<file path="config.mk">
export PLATFORM = sky130hd
export DESIGN_NAME = mm_top
export DESIGN_NICKNAME = d
export VERILOG_FILES = /design/src/logic/mm_pkg.sv /design/src/logic/mm_top.sv /design/src/logic/mm_result_writer.sv /design/src/logic/mm_mac.sv /design/src/logic/mm_sequencer.sv
export VERILOG_INCLUDE_DIRS = /design/src /design/src/logic
export SDC_FILE = /design/constraint.sdc
export NUM_CORES = 2
export LEC_CHECK = 0
export ABC_AREA = 1
export ABC_CLOCK_PERIOD_IN_PS = 18800
export BUFFER_PORTS_ARGS = -buffer_cell sky130_fd_sc_hd__buf_4
export CAP_MARGIN = 20
export CELL_PAD_IN_SITES_DETAIL_PLACEMENT = 1
export CELL_PAD_IN_SITES_GLOBAL_PLACEMENT = 2
export CORE_ASPECT_RATIO = 1.1
export CORE_MARGIN = 2
export CORE_UTILIZATION = 30
export DETAILED_ROUTE_END_ITERATION = 10
export PLACE_DENSITY_LB_ADDON = 0.1
export RECOVER_POWER = 100
export SYNTH_ARGS = -nofsm -noshare
export SYNTH_HDL_FRONTEND = slang
export SYNTH_SLANG_ARGS = --single-unit
</file>
<file path="constraint.sdc">
create_clock -name clk -period 18.8 [get_ports clk]
set_input_delay 3.76 -clock clk [delete_from_list [all_inputs] [get_ports clk]]
set_output_delay 3.76 -clock clk [all_outputs]
set_load 0.02 [all_outputs]
</file>
<file path="src/logic/mm_defs.svh">
/*
 * matrix-multiply engine widths and fixed SRAM addresses
 */
`ifndef MM_DEFS_SVH
`define MM_DEFS_SVH

// --------------------
// widths
`define MM_ADDR_W 12    // SRAM address bits
`define MM_DATA_W 32    // SRAM word and accumulator bits
`define MM_DIM_W  16    // one dimension field of the header word

// --------------------
// memory layout
`define MM_HEADER_ADDR 0  // rows in [31:16], cols in [15:0]
`define MM_DATA_BASE   1  // first element, row-major

`endif
</file>
<file path="src/logic/mm_pkg.sv">
/*
 * matrix-multiply engine types
 * states and the structs passed between sequencer, MAC and writer
 */
`default_nettype none
`include "mm_defs.svh"

package mm_pkg;

  // sequencer FSM
  typedef enum logic [2:0] {
    IDLE      = 3'd0,
    LOAD_DIMS = 3'd1,
    STREAM    = 3'd2,
    DRAIN     = 3'd3,
    DONE      = 3'd4
  } mm_state_e;

  // same layout as the header word at address 0
  typedef struct packed {
    logic [`MM_DIM_W-1:0] rows;
    logic [`MM_DIM_W-1:0] cols;
  } mm_dims_t;

  // travels with each operand pair
  typedef struct packed {
    logic valid;
    logic last_k;    // final product of one dot product
    logic last_all;  // final product of the job
  } mm_operand_tag_t;

  // one finished output element
  typedef struct packed {
    logic                 valid;
    logic                 last_all;
    logic [`MM_DATA_W-1:0] data;
  } mm_result_t;

  // result SRAM write port
  typedef struct packed {
    logic                 en;
    logic [`MM_ADDR_W-1:0] addr;
    logic [`MM_DATA_W-1:0] data;
  } mm_sram_wr_t;

endpackage

`default_nettype wire

</file>
<file path="src/logic/mm_top.sv">
/*
 * matrix-multiply engine top: sequencer -> MAC -> result writer,
 * connected to the input, weight and result SRAM ports
 */
`timescale 1ns/1ps
`default_nettype none
`include "mm_defs.svh"

module mm_top import mm_pkg::*; (
  input  logic                  clk,
  input  logic                  reset_n,

  // start handshake
  input  logic                  dut_valid,
  output logic                  dut_ready,

  // input SRAM, matrix A
  output logic [`MM_ADDR_W-1:0] input_rd_addr,
  input  logic [`MM_DATA_W-1:0] input_rd_data,

  // weight SRAM, matrix B
  output logic [`MM_ADDR_W-1:0] weight_rd_addr,
  input  logic [`MM_DATA_W-1:0] weight_rd_data,

  // result SRAM, matrix C
  output mm_sram_wr_t           result_wr
);

  mm_operand_tag_t operand_tag;  // sequencer to MAC
  mm_result_t      result;       // MAC to writer
  logic            job_done;     // writer back to sequencer

  mm_sequencer i_sequencer (
    .clk            (clk),
    .reset_n        (reset_n),
    .dut_valid      (dut_valid),
    .dut_ready      (dut_ready),
    .input_rd_data  (input_rd_data),
    .weight_rd_data (weight_rd_data),
    .input_rd_addr  (input_rd_addr),
    .weight_rd_addr (weight_rd_addr),
    .operand_tag    (operand_tag),
    .job_done       (job_done)
  );

  // operands come straight off the SRAM read ports
  mm_mac i_mac (
    .clk         (clk),
    .reset_n     (reset_n),
    .a_data      (input_rd_data),
    .b_data      (weight_rd_data),
    .operand_tag (operand_tag),
    .result      (result)
  );

  mm_result_writer i_writer (
    .clk       (clk),
    .reset_n   (reset_n),
    .result    (result),
    .result_wr (result_wr),
    .job_done  (job_done)
  );

endmodule

`default_nettype wire

</file>
<file path="src/logic/mm_result_writer.sv">
/*
 * result writer: row-major write addressing into the result SRAM
 * and end-of-job pulse back to the sequencer
 */
`timescale 1ns/1ps
`default_nettype none
`include "mm_defs.svh"

module mm_result_writer import mm_pkg::*; (
  input  logic        clk,
  input  logic        reset_n,
  input  mm_result_t  result,
  output mm_sram_wr_t result_wr,
  output logic        job_done
);

  localparam logic [`MM_ADDR_W-1:0] ADDR_ONE = `MM_ADDR_W'(1);

  logic [`MM_ADDR_W-1:0] wr_addr;  // next C element

  // --------------------
  // address counter

  always_ff @(posedge clk) begin
    if (!reset_n) begin
      wr_addr <= '0;
    end else if (result.valid) begin
      if (result.last_all) begin
        wr_addr <= '0;  // ready for the next job
      end else begin
        wr_addr <= wr_addr + ADDR_ONE;
      end
    end
  end

  // --------------------
  // write port, same cycle as the result

  assign result_wr = '{en: result.valid, addr: wr_addr, data: result.data};
  assign job_done  = result.valid && result.last_all;

  // a new job needs a fresh handshake, so nothing follows the last result
  a_no_result_after_done: assert property (@(posedge clk) disable iff (!reset_n)
    job_done |=> !result.valid)
    else $error("result arrived right after the end of a job");

endmodule

`default_nettype wire

</file>
<file path="src/logic/mm_mac.sv">
/*
 * multiply-accumulate lane, one operand pair per cycle,
 * emits each finished dot product with 32-bit wrap-around
 */
`timescale 1ns/1ps
`default_nettype none
`include "mm_defs.svh"

module mm_mac import mm_pkg::*; (
  input  logic                  clk,
  input  logic                  reset_n,
  input  logic [`MM_DATA_W-1:0] a_data,
  input  logic [`MM_DATA_W-1:0] b_data,
  input  mm_operand_tag_t       operand_tag,
  output mm_result_t            result
);

  logic [`MM_DATA_W-1:0] product;
  logic [`MM_DATA_W-1:0] sum;
  logic [`MM_DATA_W-1:0] acc;
  logic [`MM_DATA_W-1:0] res_data;
  logic                  res_valid;
  logic                  res_last;

  assign product = a_data * b_data;  // low word only
  assign sum     = acc + product;

  always_ff @(posedge clk) begin
    if (!reset_n) begin
      acc       <= '0;
      res_valid <= 1'b0;
      res_last  <= 1'b0;
    end else begin
      res_valid <= operand_tag.valid && operand_tag.last_k;
      res_last  <= operand_tag.valid && operand_tag.last_all;
      if (operand_tag.valid) begin
        acc <= operand_tag.last_k ? '0 : sum;  // restart for the next element
      end
    end
  end

  always_ff @(posedge clk) begin
    if (operand_tag.valid && operand_tag.last_k) begin
      res_data <= sum;
    end
  end

  assign result = '{valid: res_valid, last_all: res_last, data: res_data};

  // markers from the sequencer only ride on real operand pairs
  a_marks_valid: assert property (@(posedge clk) disable iff (!reset_n)
    (operand_tag.last_k || operand_tag.last_all) |-> operand_tag.valid)
    else $error("last marker on an invalid operand tag");

endmodule

`default_nettype wire

</file>
<file path="src/logic/mm_sequencer.sv">
/*
 * matmul sequencer: start handshake, header capture, i/j/k loop
 * counters and row-major read addressing of A and B
 */
`timescale 1ns/1ps
`default_nettype none
`include "mm_defs.svh"

module mm_sequencer import mm_pkg::*; (
  input  logic                  clk,
  input  logic                  reset_n,
  input  logic                  dut_valid,
  output logic                  dut_ready,
  input  logic [`MM_DATA_W-1:0] input_rd_data,   // header word only
  input  logic [`MM_DATA_W-1:0] weight_rd_data,  // header word only
  output logic [`MM_ADDR_W-1:0] input_rd_addr,
  output logic [`MM_ADDR_W-1:0] weight_rd_addr,
  output mm_operand_tag_t       operand_tag,
  input  logic                  job_done
);

  localparam int unsigned LIN_W = 2 * `MM_DIM_W;  // wide enough for any i*K+k

  localparam logic [`MM_ADDR_W-1:0] HEADER_ADDR = `MM_ADDR_W'(`MM_HEADER_ADDR);
  localparam logic [`MM_ADDR_W-1:0] DATA_BASE   = `MM_ADDR_W'(`MM_DATA_BASE);
  localparam logic [`MM_DIM_W-1:0]  DIM_ONE     = `MM_DIM_W'(1);

  mm_state_e state;
  mm_state_e state_nxt;

  mm_dims_t dims_a;  // M x K
  mm_dims_t dims_b;  // K x N

  logic [`MM_DIM_W-1:0] cnt_i;
  logic [`MM_DIM_W-1:0] cnt_j;
  logic [`MM_DIM_W-1:0] cnt_k;

  logic             streaming;
  logic             k_last;
  logic             j_last;
  logic             i_last;
  logic             all_last;
  logic [LIN_W-1:0] a_lin;
  logic [LIN_W-1:0] b_lin;
  logic [LIN_W-1:0] a_size;
  logic [LIN_W-1:0] b_size;

  // --------------------
  // control FSM

  always_comb begin
    state_nxt = state;
    case (state)
      IDLE:      if (dut_valid && dut_ready) state_nxt = LOAD_DIMS;
      LOAD_DIMS: state_nxt = STREAM;           // header data is on the bus now
      STREAM:    if (all_last) state_nxt = DRAIN;
      DRAIN:     if (job_done) state_nxt = DONE;
      DONE:      state_nxt = IDLE;
      default:   state_nxt = IDLE;
    endcase
  end

  always_ff @(posedge clk) begin
    if (!reset_n) begin
      state <= IDLE;
    end else begin
      state <= state_nxt;
    end
  end

  assign dut_ready = (state == IDLE);
  assign streaming = (state == STREAM);

  // header words arrive one cycle after address 0 was presented
  always_ff @(posedge clk) begin
    if (state == LOAD_DIMS) begin
      dims_a <= input_rd_data;
      dims_b <= weight_rd_data;
    end
  end

  // --------------------
  // loop counters, k fastest

  assign k_last   = (cnt_k == dims_a.cols - DIM_ONE);
  assign j_last   = (cnt_j == dims_b.cols - DIM_ONE);
  assign i_last   = (cnt_i == dims_a.rows - DIM_ONE);
  assign all_last = k_last && j_last && i_last;

  always_ff @(posedge clk) begin
    if (!reset_n) begin
      cnt_i <= '0;
      cnt_j <= '0;
      cnt_k <= '0;
    end else if (state == LOAD_DIMS) begin
      cnt_i <= '0;
      cnt_j <= '0;
      cnt_k <= '0;
    end else if (streaming) begin
      if (!k_last) begin
        cnt_k <= cnt_k + DIM_ONE;
      end else begin
        cnt_k <= '0;
        if (!j_last) begin
          cnt_j <= cnt_j + DIM_ONE;
        end else begin
          cnt_j <= '0;
          cnt_i <= cnt_i + DIM_ONE;  // next output row
        end
      end
    end
  end

  // --------------------
  // read addresses

  assign a_lin = LIN_W'(cnt_i) * LIN_W'(dims_a.cols) + LIN_W'(cnt_k);  // i*K + k
  assign b_lin = LIN_W'(cnt_k) * LIN_W'(dims_b.cols) + LIN_W'(cnt_j);  // k*N + j

  assign input_rd_addr  = streaming ? DATA_BASE + a_lin[`MM_ADDR_W-1:0] : HEADER_ADDR;
  assign weight_rd_addr = streaming ? DATA_BASE + b_lin[`MM_ADDR_W-1:0] : HEADER_ADDR;

  // tag follows the address by one cycle, same as the SRAM data
  always_ff @(posedge clk) begin
    if (!reset_n) begin
      operand_tag <= '0;
    end else begin
      operand_tag <= '{valid:    streaming,
                       last_k:   streaming && k_last,
                       last_all: streaming && all_last};
    end
  end

  // --------------------
  // checks

  assign a_size = LIN_W'(dims_a.rows) * LIN_W'(dims_a.cols);
  assign b_size = LIN_W'(dims_a.cols) * LIN_W'(dims_b.cols);  // K taken from A

  a_rd_in_range: assert property (@(posedge clk) disable iff (!reset_n)
    streaming |-> (LIN_W'(input_rd_addr) < LIN_W'(DATA_BASE) + a_size) &&
                  (LIN_W'(weight_rd_addr) < LIN_W'(DATA_BASE) + b_size))
    else $error("read address beyond the last operand");

  // ready comes back only through DONE, two cycles after the last write
  a_ready_after_done: assert property (@(posedge clk) disable iff (!reset_n)
    $rose(dut_ready) |-> $past(job_done, 2))
    else $error("dut_ready rose without a finished job");

endmodule

`default_nettype wire

</file>
==> flow_metrics.py <==
metrics = {
    "synthesis": {
        "ys_ff_latch": 180,
        "synth_top_area_share_pct": 33.91,
        "yosys_warnings": 0,
        "ys_seq_area_share_pct": 13.97,
        "syn_inst": 4095,
        "syn-num-nets": 4899,
        "synth_area_mm2": 0.03152,
        "avgSynthCellArea_um2": 7.698,
        "synth_area_leaders": "fa_1 34%, nand2_1 13%, inv_1 13%",
        "synth_enable_flop_cells": 80,
        "synthArstFlopShare_pct": 0,
        "yosys.cell_types.count": 52,
        "synth_area_leader_cell": "fa_1",
        "synthFlopType": "dfxtp_1",
    },
    "die": {
        "rows": 124,
        "io_pins": 137,
        "die_w_um": 313.1,
        "die_area_mm2": 0.1077,
        "die_h_um": 344.0,
        "initial_core_util_pct": 30.28,
        "fp.coreArea_mm2": 0.1041,
    },
    "run": {
        "cap_violations": 29,
    },
    "place": {
        "port_buffers": 136,
        "dp_hpwl_mm": 87.48,
        "gp_congestion": 0.8098,
    },
    "finish": {
        "fill_cells": 12790,
        "layout-drive-gt1-share_pct": 2.703,
        "nets": 4898,
        "area_delta_synth_final_pct": 7.263,
        "layout_commonest_cell": "nand2_1",
        "layout_common_cells": "1119 x nand2_1, 1092 x inv_1, 534 x fa_1",
    },
    "routing": {
        "num_vias": 24828,
        "drt_iter0_markers": 1012,
        "vias_per_cell": 4.518,
        "antenna_left": 0,
        "drt-wirelength-per-cell_um": 19.97,
        "remaining_drc_errors": 0,
        "drt_pass1_iterations": 5,
        "wirelength_mm": 109.7,
    },
    "setup_path": {
        "critPathMaxFanout": 27,
        "r2r_start": "i_mac.acc[18]$_SDFFE_PN0P_",
        "start_kind": "input pin",
        "crit_required_ns": 19.08,
        "r2r_cells": 24,
        "r2r_setup_slack_ns": 11.61,
        "critPathKind": "input pin to flop",
        "critPathCaptureType": "flop",
        "r2r_end": "i_mac.res_data[31]$_DFFE_PP_",
        "arrival_ns": 12.35,
    },
    "clocking": {
        "cts_tree": "yes",
        "cts_hold_buffers": 0,
        "numClockSinks": 180,
        "clock_latency_ns": 0.53,
        "clockBufferDepth": 2,
        "cts_setup_buffers": 0,
        "htreeDepth": 4,
        "numCtsBuffers": 17,
        "cts_resized": 0,
        "root_buffer": "clkbuf_16",
        "clk_pin_slew_ns": 0.09,
    },
    "timing": {
        "min_period_ns": 12.07,
        "fmax_mhz": 82.87,
        "slew-limit-headroom_pct": -101.3,
        "worstMarginPinSlew_ns": 3.019,
        "tns_ns": 0,
        "skew_ns": 0.02814,
        "rsz0062_at_grt": "no",
        "min_period_over_period_pct": 64.19,
        "slew_violations": 810,
        "setup_viol": 0,
        "final-hold-violation-count": 0,
    },
    "grt": {
        "grt-ovfl-total": 0,
        "track_usage_pct": 21.01,
        "grt_pass1_wl_mm": 168.6,
        "grt_max_degree": 50,
        "grt_pass1_vias": 27198,
        "antenna_found_initial": 7,
    },
    "worst_hold_path": {
        "hold_class": "flop to flop",
        "holdPathStages": 2,
        "hp-start": "i_sequencer.operand_tag[0]$_SDFF_PN0_",
        "min_to": "i_mac.res_last$_SDFF_PN0_",
    },
    "status": {
        "violations": "capacitance limit, slew limit",
        "status": "finished with violations",
    },
}
-- cell usage after synthesis (all sizes together) (5+ instances only) --
master,number
fa,534
xor2,112
nor4,8
nand2,1123
dfxtp,100
nand3,109
a21oi,130
inv,1102
nor2,162
nand4,32
nor3,39
o21bai,9
and2,9
a21o,5
or2,14
buf,44
nand3b,14
o21ai,47
clkbuf,127
ha,203
edfxtp,80
xnor2,63
-- metal layers --
metal | vias up | routed length [um] | global-route usage [%]
met1 | 12609 | 48650 | 26.84
met5 | - | 0 | 0
li1 | 11824 | - | -
met4 | 0 | 2897 | 6.110
met3 | 92 | 2485 | 2.020
met2 | 303 | 55670 | 37.60
-- critical path, cell delays in order --
cell and delay, ns:
clkbuf_1 1.83, nand2_1 0.27, fa_1 0.67, inv_1 0.06, fa_1 0.50, inv_1 0.07
fa_1 0.53, inv_1 0.05, fa_1 0.47, inv_1 0.05, fa_1 0.56, fa_1 0.46
fa_1 0.50, fa_1 0.52, inv_1 0.07, ha_1 0.31, inv_1 0.08, nor3_1 0.61
nand4_1 0.26, inv_1 0.12, nor2_1 0.12, inv_1 0.08, nand2_1 0.07, nand2_1 0.07
nand2_1 0.06, and2_0 0.13
-- stage by stage --
step	std cells	util (%)	hold slack (ns)	instance area (um2)	worst slack, ns
floorplan	4095	-	0.4024	31520	8.672
global placement	5461	32.35	0.4115	33680	7.678
detailed placement	5461	32.35	0.4152	33680	7.718
CTS	5493	32.97	0.4281	34320	8.272
global route	5495	32.48	0.4528	33810	6.246
finish	5495	32.48	0.4236	33810	6.733
-- logic make-up after synthesis --
| logic type | share of synthesized area (%) |
|---|---|
| simple gates | 19.79 |
| compound gates | 3.683 |
| fa+ha+maj | 41.97 |
| flops | 13.97 |
| buf+inv | 15.44 |
| xor+xnor | 5.148 |
-- sequential cells by signal, summed over array words and instances, names as in the netlist --
register,count
i_mac.res_valid,1
i_mac.res_last,1
i_sequencer.cnt_k,16
i_sequencer.dims_a,32
i_sequencer.dims_b,16
i_writer.wr_addr,12
i_sequencer.cnt_i,16
i_sequencer.cnt_j,16
i_mac.res_data,32
i_sequencer.operand_tag,3
i_sequencer.state,3
i_mac.acc,32
-- layout make-up --
class / instances / area (um2) / area share [%]
inverter: 1104 / 4145 / 12.26
multi-input combinational: 2640 / 22220 / 65.71
tap: 1386 / 1734 / 5.129
clock inverter: 15 / 215.2 / 0.6364
timing repair buffer: 151 / 664.4 / 1.965
clock buffer: 17 / 425.4 / 1.258
sequential: 180 / 4404 / 13.02
antenna: 2 / 5.005 / 0.01480
-- worst max path at each step --
stage,from,endpoint,slack (ns),cells past startpoint
floorplan,weight_rd_data[5],i_mac.res_data[31]$_DFFE_PP_,8.67,27
global placement,input_rd_data[8],i_mac.res_data[31]$_DFFE_PP_,7.68,26
detailed placement,input_rd_data[8],i_mac.res_data[31]$_DFFE_PP_,7.72,28
CTS,input_rd_data[7],i_mac.res_data[31]$_DFFE_PP_,8.27,26
global route,input_rd_data[0],i_mac.acc[31]$_SDFFE_PN0P_,6.25,27
finish,input_rd_data[7],i_mac.res_data[31]$_DFFE_PP_,6.73,26
Power is not shown: default switching activity piles up to over one toggle a cycle in this logic, so the estimate is an artifact.
